$ cat src/include/audio_defs.svh
// widths and sizes shared by the FIR datapath and the I2S blocks
// FIR_SHIFT must match the coefficient sum (2**8 = 256) for unity DC gain
`ifndef AUDIO_DEFS_SVH
`define AUDIO_DEFS_SVH

// audio word width on the I2S link
`define SAMPLE_W 16

// filter length
`define FIR_TAPS 8

// full product of sample and coefficient
`define PROD_W 32

// scaling after the sum
`define FIR_SHIFT 8

`endif

$ cat src/hdl/audio_pkg.sv
// types and coefficient table for the voice-band FIR
// the table must stay FIR_TAPS long and sum to 2**FIR_SHIFT
`include "audio_defs.svh"

package audio_pkg;

  // one signed audio sample
  typedef logic signed [`SAMPLE_W-1:0] sample_t;

  // one received I2S frame
  typedef struct packed {
    sample_t left;
    sample_t right;
  } frame_t;

  // full-width product of one tap
  typedef logic signed [`PROD_W-1:0] prod_t;

  // sample history, element 0 is the newest
  typedef sample_t [`FIR_TAPS-1:0] tap_vec_t;

  // low-pass, cutoff around the top of the voice band
  // symmetric, so tap order does not matter
  localparam sample_t FIR_COEF [`FIR_TAPS] = '{
    16'sd8,
    16'sd20,
    16'sd40,
    16'sd60,
    16'sd60,
    16'sd40,
    16'sd20,
    16'sd8
  };

endpackage

$ cat src/hdl/audio_fir.sv
// mono voice-band filter between an I2S ADC and DAC, both as slave
// only the left input is filtered; output goes to both DAC slots
`timescale 1ns/1ps
`include "audio_defs.svh"

module audio_fir import audio_pkg::*; (
  input  logic sys_clk,
  input  logic rst_n,
  input  logic bclk,
  input  logic lrck,
  input  logic sdin,
  input  logic bypass,
  output logic sdout
);

  frame_t                frame;
  logic                  frame_vld;
  tap_vec_t              taps;
  logic                  shift_vld;
  prod_t [`FIR_TAPS-1:0] prods;
  logic                  prod_vld;
  sample_t               out_sample;
  logic                  out_vld;

  i2s_rx u_rx (
    .sys_clk   (sys_clk),
    .rst_n     (rst_n),
    .bclk      (bclk),
    .lrck      (lrck),
    .sdin      (sdin),
    .frame     (frame),
    .frame_vld (frame_vld)
  );

  fir_delay_line u_delay (
    .sys_clk   (sys_clk),
    .rst_n     (rst_n),
    .frame_vld (frame_vld),
    .left      (frame.left),
    .taps      (taps),
    .shift_vld (shift_vld)
  );

  // tap 0 carries the strobe for all taps
  for (genvar i = 0; i < `FIR_TAPS; i++) begin : g_tap
    if (i == 0) begin : g_lead
      fir_tap #(.coef(FIR_COEF[i])) u_tap (
        .sys_clk  (sys_clk),
        .rst_n    (rst_n),
        .in_vld   (shift_vld),
        .x        (taps[i]),
        .prod     (prods[i]),
        .prod_vld (prod_vld)
      );
    end else begin : g_rest
      fir_tap #(.coef(FIR_COEF[i])) u_tap (
        .sys_clk  (sys_clk),
        .rst_n    (rst_n),
        .in_vld   (shift_vld),
        .x        (taps[i]),
        .prod     (prods[i]),
        .prod_vld ()
      );
    end
  end

  fir_sum u_sum (
    .sys_clk    (sys_clk),
    .rst_n      (rst_n),
    .prod_vld   (prod_vld),
    .prods      (prods),
    .raw        (taps[0]),
    .bypass     (bypass),
    .out_sample (out_sample),
    .out_vld    (out_vld)
  );

  i2s_tx u_tx (
    .sys_clk    (sys_clk),
    .rst_n      (rst_n),
    .bclk       (bclk),
    .lrck       (lrck),
    .out_vld    (out_vld),
    .out_sample (out_sample),
    .sdout      (sdout)
  );

endmodule

$ cat src/hdl/fir_delay_line.sv
// history of left samples for the FIR, element 0 is the newest
// shifts once per received frame
`timescale 1ns/1ps
`include "audio_defs.svh"

module fir_delay_line import audio_pkg::*; (
  input  logic     sys_clk,
  input  logic     rst_n,
  input  logic     frame_vld,
  input  sample_t  left,
  output tap_vec_t taps,
  output logic     shift_vld
);

  // history starts from silence
  always_ff @(posedge sys_clk) begin
    if (!rst_n) begin
      taps <= '0;
    end else if (frame_vld) begin
      taps <= {taps[`FIR_TAPS-2:0], left};
    end
  end

  // taps are stable from this strobe on
  always_ff @(posedge sys_clk) begin
    if (!rst_n) begin
      shift_vld <= 1'b0;
    end else begin
      shift_vld <= frame_vld;
    end
  end

endmodule

$ cat src/hdl/fir_sum.sv
// adds the tap products, scales by FIR_SHIFT and clamps to 16 bits
// bypass selects the raw newest sample, sampled on the output cycle
`timescale 1ns/1ps
`include "audio_defs.svh"

module fir_sum import audio_pkg::*; (
  input  logic                    sys_clk,
  input  logic                    rst_n,
  input  logic                    prod_vld,
  input  prod_t [`FIR_TAPS-1:0]   prods,
  input  sample_t                 raw,
  input  logic                    bypass,
  output sample_t                 out_sample,
  output logic                    out_vld
);

  // headroom for the sum of all taps
  localparam int ACC_W = `PROD_W + $clog2(`FIR_TAPS);

  logic signed [ACC_W-1:0] acc;
  logic signed [ACC_W-1:0] scaled;
  sample_t                 sat;
  sample_t                 raw_q;

  // raw lags the taps by one cycle, same as the products
  always_ff @(posedge sys_clk) begin
    raw_q <= raw;
  end

  always_comb begin
    acc = '0;
    for (int i = 0; i < `FIR_TAPS; i++) begin
      acc = acc + $signed(prods[i]);
    end
  end

  assign scaled = acc >>> `FIR_SHIFT;

  // upper bits all equal to the sign means it fits
  always_comb begin
    if (scaled[ACC_W-1:`SAMPLE_W-1] == '0 || scaled[ACC_W-1:`SAMPLE_W-1] == '1) begin
      sat = scaled[`SAMPLE_W-1:0];
    end else if (scaled[ACC_W-1]) begin
      sat = {1'b1, {(`SAMPLE_W-1){1'b0}}};
    end else begin
      sat = {1'b0, {(`SAMPLE_W-1){1'b1}}};
    end
  end

  always_ff @(posedge sys_clk) begin
    if (prod_vld) begin
      out_sample <= bypass ? raw_q : sat;
    end
  end

  always_ff @(posedge sys_clk) begin
    if (!rst_n) begin
      out_vld <= 1'b0;
    end else begin
      out_vld <= prod_vld;
    end
  end

  a_out_lat: assert property (@(posedge sys_clk) disable iff (!rst_n)
    out_vld == $past(prod_vld));

endmodule

$ cat src/hdl/fir_tap.sv
// one FIR tap, registered signed product of sample and coefficient
`timescale 1ns/1ps

module fir_tap import audio_pkg::*; #(
  parameter sample_t coef = 16'sd0
) (
  input  logic    sys_clk,
  input  logic    rst_n,
  input  logic    in_vld,
  input  sample_t x,
  output prod_t   prod,
  output logic    prod_vld
);

  // full 32-bit product, no rounding here
  always_ff @(posedge sys_clk) begin
    if (!rst_n) begin
      prod <= '0;
    end else if (in_vld) begin
      prod <= x * coef;
    end
  end

  always_ff @(posedge sys_clk) begin
    if (!rst_n) begin
      prod_vld <= 1'b0;
    end else begin
      prod_vld <= in_vld;
    end
  end

endmodule

$ cat src/hdl/i2s_rx.sv
// I2S slave receiver, standard format, 16 bclk per slot, MSB first
// bclk must run well below sys_clk/4 so every edge is seen after sync
`timescale 1ns/1ps
`include "audio_defs.svh"

module i2s_rx import audio_pkg::*; (
  input  logic   sys_clk,
  input  logic   rst_n,
  input  logic   bclk,
  input  logic   lrck,
  input  logic   sdin,
  output frame_t frame,
  output logic   frame_vld
);

  logic [2:0]           bclk_sync;
  logic [2:0]           lrck_sync;
  logic [1:0]           sdin_sync;
  logic                 bclk_rise;
  logic                 lrck_edge;
  logic                 word_done;
  logic                 left_ok;
  logic [3:0]           bit_cnt;
  logic [`SAMPLE_W-1:0] shreg;
  logic [`SAMPLE_W-1:0] word;

  // two flops against metastability, third one for edge detect
  always_ff @(posedge sys_clk) begin
    if (!rst_n) begin
      bclk_sync <= '0;
      lrck_sync <= '0;
    end else begin
      bclk_sync <= {bclk_sync[1:0], bclk};
      lrck_sync <= {lrck_sync[1:0], lrck};
    end
  end

  // data delayed the same as bclk
  always_ff @(posedge sys_clk) begin
    sdin_sync <= {sdin_sync[0], sdin};
  end

  assign bclk_rise = bclk_sync[1] & ~bclk_sync[2];
  assign lrck_edge = lrck_sync[1] ^ lrck_sync[2];
  assign word      = {shreg[`SAMPLE_W-2:0], sdin_sync[1]};

  // first rise of a slot carries the LSB of the slot before
  assign word_done = bclk_rise && (bit_cnt == 4'd0);

  always_ff @(posedge sys_clk) begin
    if (!rst_n) begin
      bit_cnt <= '0;
    end else if (lrck_edge) begin
      bit_cnt <= '0;
    end else if (bclk_rise) begin
      bit_cnt <= bit_cnt + 4'd1;
    end
  end

  always_ff @(posedge sys_clk) begin
    if (bclk_rise) begin
      shreg <= word;
    end
  end

  // lrck high now means the finished word was the left one
  always_ff @(posedge sys_clk) begin
    if (word_done) begin
      if (lrck_sync[1]) begin
        frame.left <= word;
      end else begin
        frame.right <= word;
      end
    end
  end

  // no strobe until a left word has been seen
  always_ff @(posedge sys_clk) begin
    if (!rst_n) begin
      left_ok   <= 1'b0;
      frame_vld <= 1'b0;
    end else begin
      if (word_done && lrck_sync[1]) begin
        left_ok <= 1'b1;
      end
      frame_vld <= word_done && !lrck_sync[1] && left_ok;
    end
  end

  a_vld_single: assert property (@(posedge sys_clk) disable iff (!rst_n)
    frame_vld |=> !frame_vld);

endmodule

$ cat src/hdl/i2s_tx.sv
// I2S slave transmitter, same word in left and right slot, 16 bclk per slot
// assumes lrck changes on a bclk falling edge, both see the same sync delay
`timescale 1ns/1ps
`include "audio_defs.svh"

module i2s_tx import audio_pkg::*; (
  input  logic    sys_clk,
  input  logic    rst_n,
  input  logic    bclk,
  input  logic    lrck,
  input  logic    out_vld,
  input  sample_t out_sample,
  output logic    sdout
);

  logic [2:0]           bclk_sync;
  logic [2:0]           lrck_sync;
  logic                 bclk_fall;
  logic                 lrck_edge;
  logic                 lrck_fall;
  logic                 pending;
  sample_t              held;
  sample_t              cur;
  logic [`SAMPLE_W-1:0] shreg;

  always_ff @(posedge sys_clk) begin
    if (!rst_n) begin
      bclk_sync <= '0;
      lrck_sync <= '0;
    end else begin
      bclk_sync <= {bclk_sync[1:0], bclk};
      lrck_sync <= {lrck_sync[1:0], lrck};
    end
  end

  assign bclk_fall = ~bclk_sync[1] & bclk_sync[2];
  assign lrck_edge = lrck_sync[1] ^ lrck_sync[2];
  assign lrck_fall = ~lrck_sync[1] & lrck_sync[2];

  // newest result waits here for the next frame start
  always_ff @(posedge sys_clk) begin
    if (out_vld) begin
      held <= out_sample;
    end
  end

  always_ff @(posedge sys_clk) begin
    if (!rst_n) begin
      pending <= 1'b0;
      cur     <= '0;
    end else if (lrck_fall && pending) begin
      pending <= out_vld;
      cur     <= held;
    end else if (out_vld) begin
      pending <= 1'b1;
    end
  end

  // slot edge loads, other falls shift
  // the fall at a slot edge still sends the LSB of the slot before
  always_ff @(posedge sys_clk) begin
    if (!rst_n) begin
      shreg <= '0;
      sdout <= 1'b0;
    end else if (bclk_fall) begin
      sdout <= shreg[`SAMPLE_W-1];
      if (lrck_edge) begin
        shreg <= (lrck_fall && pending) ? held : cur;
      end else begin
        shreg <= {shreg[`SAMPLE_W-2:0], 1'b0};
      end
    end
  end

  a_sdout_rst: assert property (@(posedge sys_clk)
    !rst_n ##1 !rst_n |-> !sdout);

endmodule

$ cat config.mk
export PLATFORM = sky130hd
export DESIGN_NAME = audio_fir
export DESIGN_NICKNAME = d
export VERILOG_FILES = /design/src/hdl/audio_pkg.sv /design/src/hdl/audio_fir.sv /design/src/hdl/fir_delay_line.sv /design/src/hdl/fir_sum.sv /design/src/hdl/fir_tap.sv /design/src/hdl/i2s_rx.sv /design/src/hdl/i2s_tx.sv
export VERILOG_INCLUDE_DIRS = /design/src /design/src/include
export SDC_FILE = /design/constraint.sdc
export NUM_CORES = 1
export LEC_CHECK = 0
export ABC_AREA = 1
export BUFFER_PORTS_ARGS = -buffer_cell sky130_fd_sc_hd__buf_2
export CORE_MARGIN = 10
export CORE_UTILIZATION = 60
export DETAILED_ROUTE_END_ITERATION = 8
export PLACE_DENSITY = 0.84
export SKIP_LAST_GASP = 1
export SLEW_MARGIN = 0
export SYNTH_ARGS = -nofsm -noshare
export SYNTH_HDL_FRONTEND = slang
export SYNTH_SLANG_ARGS = --single-unit
$ cat constraint.sdc
create_clock -name sys_clk -period 7.55 [get_ports sys_clk]
set_clock_uncertainty 0.05 [all_clocks]
set_input_delay 1.51 -clock sys_clk [delete_from_list [all_inputs] [get_ports sys_clk]]
set_output_delay 1.51 -clock sys_clk [all_outputs]
set_load 0.005 [all_outputs]
# [After elaboration in Yosys (flattened, before gate mapping)]
# Index checks and enable logic that the tools add are counted.
[word_totals] register_bits=418
[op_classes] add_sub_neg=8 multipliers=6 eq_ne=1 mux=7 bitwise=9 reduce_logical=12
[op_table] op="$mul A16 B4 Y20 const B" n=4
[op_table] op="$mux W16" n=5
[op_table] op="$add A35 B23 Y35" n=2
[op_table] op="$mul A16 B5 Y21 const B" n=2
[op_table] op="$add A35 B19 Y35" n=1
[op_table] op="$add A35 B22 Y35" n=1
[op_table] op="$add A24 B23 Y25" n=1
[op_table] op="$add A23 B23 Y24" n=1
[op_table] op="$add A19 B22 Y23" n=1
[op_table] op="$eq A20 B20 Y1 const B" n=1
[op_table] op="$logic_not A20 Y1" n=1
[op_table] op="$logic_and A1 B1 Y1" n=5
[op_table] op="$add A4 B1 Y4 const B" n=1
[op_table] op="$logic_not A4 Y1" n=1
[op_table] op="$not A1 Y1" n=4
[op_table] op="$and A1 B1 Y1" n=3
[op_table] op="$mux W1" n=2
[op_table] op="$reduce_and A2 Y1" n=1
[op_table] op="$reduce_bool A2 Y1" n=1
[op_table] op="$reduce_or A2 Y1" n=1
[op_table] op="$xor A1 B1 Y1" n=2
[op_table] op="$logic_not A1 Y1" n=1
[op_table] op="$logic_or A1 B1 Y1" n=1

# [Depth between registers and ports, before layout]
# Gate-level depths: netlist (run 1).
[depth] depth_word=11 ltp_mapped=31 depth_no_buf=30

# [Hierarchy]
# A second synthesis (run 1) with hierarchy kept.
[hier_totals] cells_unflattened=4807 area_unflattened_um2=34558.1
[by_module_without_submodules] module="fir_sum" instances=1 cells_per_inst=1255 area_per_inst_um2=9191.3
[by_module_without_submodules] module="fir_tap (g_tap[1].g_rest.u_tap ...)" instances=4 cells_per_inst=325 area_per_inst_um2=2011.9
[by_module_without_submodules] module="fir_tap (g_tap[3].g_rest.u_tap ...)" instances=2 cells_per_inst=414 area_per_inst_um2=2986.6
[by_module_without_submodules] module="fir_delay_line" instances=1 cells_per_inst=814 area_per_inst_um2=5363.9
[by_module_without_submodules] module="i2s_tx" instances=1 cells_per_inst=253 area_per_inst_um2=2354.8
[by_module_without_submodules] module="i2s_rx" instances=1 cells_per_inst=113 area_per_inst_um2=1935.6
[by_module_without_submodules] module="fir_tap (g_tap[0].g_lead.u_tap ...)" instances=2 cells_per_inst=122 area_per_inst_um2=845.8

# [Worst setup path after synthesis (run 1)]
# No wires, ideal clock.
[synth_path] path_kind="register to register" startpoint="register g_tap[0].g_lead.u_tap.prod[4]" endpoint="register u_sum.out_sample[10], data pin" setup_ns=0.252 arrival_ns=5.050 required_ns=7.248 setup_slack_ns=2.198 stages_incl_launch_ff=31 path_buffers=1 synth_period_minus_slack_ns=5.352 path_cell_list="dfxtp_1 -> inv_1 -> fa_1 -> inv_1 -> fa_1 -> ha_1 -> inv_1 -> fa_1 -> nor4_1 -> nor2_1 -> o21ai_0 -> a21oi_1 -> o21ai_0 -> xor2_1 -> fa_1 -> ha_1 -> nand2_1 -> inv_1 -> nand2_1 -> nand2_1 -> a21oi_1 -> nand3_1 -> nand2_1 -> nand2_2 -> nor2_2 -> nand2_2 -> nand3_2 -> buf_6 -> nand2_1 -> nand2_1 -> nand2_1"
[synth_via] elab_chain_cells=11 word_cells_on_any_way=13
[synth_rtl] element="from (decl)" line_no="fir_tap.sv:11" text="output prod_t prod,"
[synth_rtl] element="from (signal assigned)" line_no="fir_tap.sv:20" text="prod <= x * coef;"
[synth_rtl] element="$add A19 B22 Y23 (*)" line_no="fir_sum.sv:33" text="acc = acc + $signed(prods[i]);"
[synth_rtl] element="$add A23 B23 Y24 (*)" line_no="fir_sum.sv:33"
[synth_rtl] element="$add A24 B23 Y25 (*)" line_no="fir_sum.sv:33"
[synth_rtl] element="$add A35 B23 Y35 (*) (2 in series)" line_no="fir_sum.sv:33"
[synth_rtl] element="$add A35 B22 Y35 (*)" line_no="fir_sum.sv:33"
[synth_rtl] element="$add A35 B19 Y35 (*)" line_no="fir_sum.sv:33"
[synth_rtl] element="$eq A20 B20 Y1 / $logic_not A20 Y1 (equally long branches)" line_no="fir_sum.sv:41" text="if (scaled[ACC_W-1:`SAMPLE_W-1] == '0 || scaled[ACC_W-1:`SAMPLE_W-1] == '1) begin"
[synth_rtl] element="$logic_or A1 B1 Y1" line_no="fir_sum.sv:41"
[synth_rtl] element="$mux W16 (*)" line_no="fir_sum.sv:41"
[synth_rtl] element="$mux W16 (*)" line_no="fir_sum.sv:52" text="out_sample <= bypass ? raw_q : sat;"
[synth_rtl] element="to (signal assigned)" line_no="fir_sum.sv:52"
[synth_rtl] element="to (decl)" line_no="fir_sum.sv:13" text="output sample_t out_sample,"
# Every way passes the cells marked *; elsewhere a longest branch is shown, timed or not.
# A chain may end at the register's enable or synchronous reset.

# [Final worst setup path (run 1)]
# Same ends and word-level chain as after synthesis.

==> metrics.cfg, run 1 <==
[status]
outcome=complete, no violations

[setup_path]
cp-start-kind=flop
r2r_setup_slack_ns=1.49
end_kind=flop
worst_path_most_repeated_cell=nand2_1
arrival_ns=6.35
r2r-start=g_tap[0].g_lead.u_tap.prod[4]$_SDFFE_PN0P_
timing.rr.end=u_sum.out_sample[10]$_DFFE_PP_
path_buf_inv=3
required_ns=7.84
critPathTopFamily=adder cells
crit_slowest_cell=fa_1
path_class=reg -> reg
critPathMaxStageDelay_ns=0.52
reg2regPathDepth=27
cp_max_fo=15

[yosys]
synth-async-reset-ratio_pct=0
synth_compound_area_share_pct=14.35
synth.most_common_cell=inv_1
yosysTopAreaCell=dfxtp_1
synth_warnings=0
synth_nets=3659
seq_area_frac_synth_pct=33.86
syn_area_mm2=0.02622
synth-seq-cells=412
yosys_most_used_dff=dfxtp_1
syn_inst=3257
ys_types=46
netlist_top_cells_count=519 x inv_1, 438 x nor2_1, 427 x nand2_1, 351 x o21ai_0, 349 x dfxtp_1
yosysTopAreaCellShare_pct=26.65
synth_xor_area_share_pct=3.407
synth_fa_ha_area_share_pct=23.54
synthTopCellsByArea=dfxtp_1 27%, fa_1 12%, ha_1 11%
muxShareOfSynthArea_pct=0.5727
synth_edf_count=63
syn_avg_cell_area_um2=8.050
synth-simple-area-share_pct=15.13
synth_top_family_by_area=adder cells

[grt]
grt_antenna_before_repair=0
overflow=0
grt_first_pass_wirelength_mm=103.7
grt_max_degree=138
grt_usage_pct=24.00
first_global_vias=20290

[worst_hold_path]
hold_class=reg -> reg
min_path_cells=0
min_to=u_rx.sdin_sync[1]$_DFF_P_
hold_start=u_rx.sdin_sync[0]$_DFF_P_

[placed_design]
post-place-ws_ns=1.595
hpwl_mm=45.35
port_buffers=6
gp_congestion=0.9622
dp_cells=3748

[finish]
final_cells=3832
drive_gt1_share_pct=3.850
layout.nets=3612
nFillCells=3541
area_growth_syn_to_layout_pct=7.502
seq_area_mm2=0.008886
final_util_pct=65.29
multi_input_area_mm2=0.01494
antenna_cells=0

[floorplan]
core_mm2=0.04317
rows=76
die_w_um=229.0
initial_utilization_pct=60.73
io_pins=7
die_area_mm2=0.05246
dieHeight_um=229.0

[cts]
clock_path_buffers=3
cts_setup_buffers=0
cts_tree=done
insertion_delay_ns=0.59
htreeDepth=2
cts_resized=0
cts_hold_buffers=0
cts.root.buffer_cell=clkbuf_16
clkSlewWorstSetupHoldPaths_ns=0.06
cts_sinks=412
numCtsBuffers=45

[detailed_routing]
drtIter0Drc=1718
drt_first_pass_iters=5
vias_per_cell=5.449
routed_wl_mm=62.53
antenna_left=0
dr_total_vias=20880
drc=0
routedWlPerCell_um=16.32

[pwr]
p_per_area_mw_per_mm2=163.9
ir_drop_mv=0.1728
cellLeakagePower_nw=14.95

[timing]
min_period_over_period_pct=80.23
final.setup.tns_ns=0
hold_ws_ns=0.2785
timing.fmax_mhz=165.1
slew_headroom_pct=28.23
min_period_ns=6.058
layout_setup_ws_ns=1.492
tightest_slew_ns=1.077
hold_viol=0
rsz0062_at_grt=no
setup_viol=0
slew_viol_final=0

[run]
drv_cap=0

==> report_power, final <==
group | internal (mW) | leakage [nW] | total [mW] | switching (mW)
registers | 2.23 | 3.39 | 2.24 | 0.00516
clock network | 1.35 | 0.748 | 2.31 | 0.965
logic | 0.0172 | 10.8 | 0.0723 | 0.0550
==> metal layers <==
layer,up-vias,GRT usage [%],routed length (um)
li1,10380,-,-
met1,9751,31.13,26870
met2,615,38.90,28640
met3,138,4.907,4573
met4,0,9.083,2445
met5,-,0,0
==> kinds of logic (layout without fill, tap and decap cells) <==
group | after synthesis | count (layout)
fa+ha+maj | 396 | 396
mux | 15 | 15
xor+xnor | 102 | 102
buf+inv | 630 | 620
simple gates | 994 | 994
compound gates | 708 | 708
flops | 412 | 412
==> flip-flops by register name, indices dropped and copies added, names as in the netlist, 2 cells and up <==
signal and cells:
u_tx.lrck_sync 3, u_sum.raw_q 16, g_tap.g_lead.u_tap.prod 16, u_tx.cur 16
u_rx.sdin_sync 2, u_tx.held 16, u_rx.bclk_sync 3, u_tx.shreg 16
u_rx.shreg 15, u_delay.taps 128, u_rx.frame 16, g_tap.g_rest.u_tap.prod 138
u_rx.bit_cnt 4, u_sum.out_sample 16
==> stage by stage <==
stage,area (um^2),power [mW]
2_1_floorplan,26220,2.335
3_3_place_gp,26640,2.354
3_5_place_dp,26640,2.355
4_1_cts,28180,4.650
5_1_grt,28180,4.743
6_report,28180,4.619
==> how the worst max path moves through the flow <==
stage                                      to                                       start  slack, ns  depth (start not counted)
4_1_cts        u_sum.out_sample[10]$_DFFE_PP_  g_tap[0].g_lead.u_tap.prod[4]$_SDFFE_PN0P_       1.55                         27
5_1_grt        u_sum.out_sample[14]$_DFFE_PP_  g_tap[0].g_lead.u_tap.prod[4]$_SDFFE_PN0P_       0.93                         28
3_3_place_gp   u_sum.out_sample[10]$_DFFE_PP_  g_tap[0].g_lead.u_tap.prod[4]$_SDFFE_PN0P_       1.68                         27
6_report       u_sum.out_sample[10]$_DFFE_PP_  g_tap[0].g_lead.u_tap.prod[4]$_SDFFE_PN0P_       1.49                         27
3_5_place_dp   u_sum.out_sample[10]$_DFFE_PP_  g_tap[0].g_lead.u_tap.prod[4]$_SDFFE_PN0P_       1.59                         27
2_1_floorplan  u_sum.out_sample[10]$_DFFE_PP_  g_tap[0].g_lead.u_tap.prod[4]$_SDFFE_PN0P_       2.20                         30
==> final cells by class <==
type	count	area share, %
Tap cell	585	2.597
Sequential cell	412	31.53
Clock inverter	32	1.279
Clock buffer	52	4.195
Timing Repair Buffer	16	0.4395
Inverter	520	6.939
Multi-Input combinational cell	2215	53.02
==> cell usage in the layout (no fill, tap or decap), types with 45 or more instances in the layout <==
master / instances
nand2_1: 427
fa_1: 162
nand3_1: 77
ha_1: 234
o21ai_0: 351
edfxtp_1: 63
a21oi_1: 263
nor2_1: 438
clkbuf_16: 45
xor2_1: 68
dfxtp_1: 347
inv_1: 517
Power figures use the tool's default switching activity.
==> run 2, diff against run 1 <==
--- a/config.mk
+++ b/config.mk
@@ -9,9 +9,9 @@
 export ABC_AREA = 1
 export BUFFER_PORTS_ARGS = -buffer_cell sky130_fd_sc_hd__buf_2
 export CORE_MARGIN = 10
-export CORE_UTILIZATION = 60
+export CORE_UTILIZATION = 59
 export DETAILED_ROUTE_END_ITERATION = 8
-export PLACE_DENSITY = 0.84
+export PLACE_DENSITY = 0.86
 export SKIP_LAST_GASP = 1
 export SLEW_MARGIN = 0
 export SYNTH_ARGS = -nofsm -noshare
==> constraint.sdc (replaced) <==
create_clock -name sys_clk -period 4.9 [get_ports sys_clk]
set_clock_uncertainty 0.05 [all_clocks]
set_input_delay 0.98 -clock sys_clk [delete_from_list [all_inputs] [get_ports sys_clk]]
set_output_delay 0.98 -clock sys_clk [all_outputs]
set_load 0.005 [all_outputs]
==> run 2 against run 1 <==
  * The flow now finishes with violations (setup timing)
  * Cell area rose by 6.8%
  * Combinational power grew 69%
  * Sequential power is 54% higher
  * Largest cell class unchanged
  * Largest power group is now sequential cells
  * Non-clock buffer count rose by 176
  * Register-to-register slack lost 2.1 ns
  * Highest routed layer unchanged
==> metrics.cfg, run 2 (synthesized netlist as in run 1, its figures left out) <==
[grt]
grt_antenna_before_repair=0  ; unchanged
grt_usage_pct=24.94  ; +0.94 points
grt_first_pass_wirelength_mm=109.4  ; +5.5%
grt_max_degree=99  ; -28%
first_global_vias=21760  ; +7.3%
overflow=0  ; unchanged

[finish]
final_area_mm2=0.03011  ; +6.8%
reg_top3=g_tap.g_rest.u_tap.prod (138), u_delay.taps (128)
layout_commonest_cell=inv_1
antenna_cells=0  ; unchanged
regMostFlops=g_tap.g_rest.u_tap.prod
largest_register_ffs=138  ; unchanged
final_util_pct=68.25  ; +3.0 points
mostFrequentLayoutCells=506 x inv_1, 428 x nor2_1, 407 x nand2_1
final_cells=4013  ; +4.7%
drive_gt1_share_pct=11.93  ; +8.1 points
area_growth_syn_to_layout_pct=14.86
layout.nets=3789  ; +4.9%

[detailed_routing]
dr_total_vias=22130  ; +6.0%
vias_per_cell=5.515  ; +1.2%
drt_first_pass_iters=6  ; +1
drc=0  ; unchanged
routedWlPerCell_um=16.91  ; +3.7%
antenna_left=0  ; unchanged
routed_wl_mm=67.88  ; +8.6%
drtIter0Drc=1975  ; +15%

[setup_path]
end_kind=flop
crit_slowest_cell=fa_1
r2r_setup_slack_ns=-0.57  ; -2.07 ns
required_ns=5.19  ; -2.65 ns
path_class=reg -> reg
timing.rr.end=u_sum.out_sample[11]$_DFFE_PP_
critPathMaxStageDelay_ns=0.53  ; about the same
cp-start-kind=flop
worst_path_most_repeated_cell=nand2_1
r2r-start=g_tap[0].g_lead.u_tap.prod[10]$_SDFFE_PN0P_
reg2regPathDepth=29  ; +7.4%
cp_max_fo=7  ; -8
arrival_ns=5.76  ; -0.59 ns

[floorplan]
dieHeight_um=230.8  ; +0.77%
rows=77  ; +1.3%
io_pins=7  ; unchanged
core_mm2=0.04412  ; +2.2%
initial_utilization_pct=59.42  ; -1.3 points
die_area_mm2=0.05327  ; +1.5%
die_w_um=230.8  ; +0.77%

[pwr]
ir_drop_mv=0.2608  ; +51%
p_per_area_mw_per_mm2=229.2  ; +40%
cellLeakagePower_nw=15.82  ; +5.8%

[cts]
numCtsBuffers=44  ; -2.2%
clock_path_buffers=3  ; unchanged
cts.root.buffer_cell=clkbuf_16
insertion_delay_ns=0.59  ; about the same
cts_tree=done
cts_hold_buffers=0  ; unchanged
clkSlewWorstSetupHoldPaths_ns=0.06  ; about the same
htreeDepth=2  ; unchanged
cts_sinks=412  ; unchanged

[timing]
slew_viol_final=0  ; unchanged
min_period_ns=5.474  ; -0.5832 ns
rsz0062_at_grt=yes
tightest_slew_ns=1.006  ; -0.07058 ns
layout_setup_ws_ns=-0.5745  ; -2.067 ns
final.setup.tns_ns=-8.517  ; -8.517 ns
hold_ws_ns=0.2997  ; +0.02123 ns
hold_viol=0  ; unchanged
setup_viol=16  ; +16
timing.fmax_mhz=182.7  ; +11%
slew_headroom_pct=32.93  ; +4.7 points
min_period_over_period_pct=111.7  ; +31 points

[placed_design]
dp_cells=3918  ; +4.5%
place_area_mm2=0.02797  ; +5.0%
hpwl_mm=47.51  ; +4.8%
port_buffers=6  ; unchanged
gp_congestion=0.9338  ; -3.0%

[worst_hold_path]
min_path_cells=0  ; unchanged
min_to=u_rx.sdin_sync[1]$_DFF_P_
hold_class=reg -> reg
hold_start=u_rx.sdin_sync[0]$_DFF_P_

[run]
drv_cap=0  ; unchanged

[status]
outcome=finished, violations left
failed_checks=setup timing

## run 2: report_power, final
part	switching (mW)	leakage (nW)	internal (mW)
sequential	0.00812	3.39	3.44
combinational	0.0911	11.7	0.0309
clock	1.44	0.715	1.89
total	1.54	15.8	5.36
## run 2: worst max-delay path by stage
stage                                                            from                              to
after global routing      g_tap[0].g_lead.u_tap.prod[10]$_SDFFE_PN0P_   u_sum.out_sample[4]$_DFFE_PP_
after floorplan            g_tap[0].g_lead.u_tap.prod[4]$_SDFFE_PN0P_  u_sum.out_sample[14]$_DFFE_PP_
after detailed placement   g_tap[1].g_rest.u_tap.prod[4]$_SDFFE_PN0P_   u_sum.out_sample[6]$_DFFE_PP_
final                     g_tap[0].g_lead.u_tap.prod[10]$_SDFFE_PN0P_  u_sum.out_sample[11]$_DFFE_PP_
after CTS                  g_tap[2].g_rest.u_tap.prod[8]$_SDFFE_PN0P_  u_sum.out_sample[10]$_DFFE_PP_
after global placement     g_tap[0].g_lead.u_tap.prod[3]$_SDFFE_PN0P_   u_sum.out_sample[4]$_DFFE_PP_
## run 2: cell type report
class,instances,area [um^2]
Clock buffer,55,1182
Inverter,520,1958
Multi-Input combinational cell,2217,15630
Timing Repair Buffer,192,1461
Fill cell,3361,14010
Clock inverter,25,252.7
Sequential cell,412,8892
Tap cell,592,740.7
## run 2: per-layer routing
metal	GRT usage [%]	wire length, um
met5	0	0
met1	32.16	28340
met4	11.26	3162
met3	3.274	4441
met2	41.19	31940
## run 2: repair_timing
item,4_1_cts,5_1_grt
setup endpoints to repair,16,16
gates cloned,2,0
pin swaps,55,15
gates resized for setup,73,48
setup buffers,12,2
endpoints found under the hold margin,0,0
## run 2: metrics by stage
| step | worst slack (ns) | power [mW] |
|---|---|---|
| floorplan | -0.1912 | 3.599 |
| global placement | -0.5212 | 3.632 |
| detailed placement | -0.6336 | 3.636 |
| CTS | -0.4212 | 6.931 |
| global route | -0.8153 | 7.066 |
| finish | -0.5745 | 6.902 |
## run 2: worst max-delay path, delay by kind of cell, from the launching register on
kind | cells | cell delay [ns]
and+or+nand+nor | 16 | 1.63
AOI/OAI and AO/OA | 3 | 0.38
xor gates and xnor gates | 1 | 0.23
adders and majority gates | 5 | 2.21
buffers and inverters | 4 | 0.40
DFF | 1 | 0.33
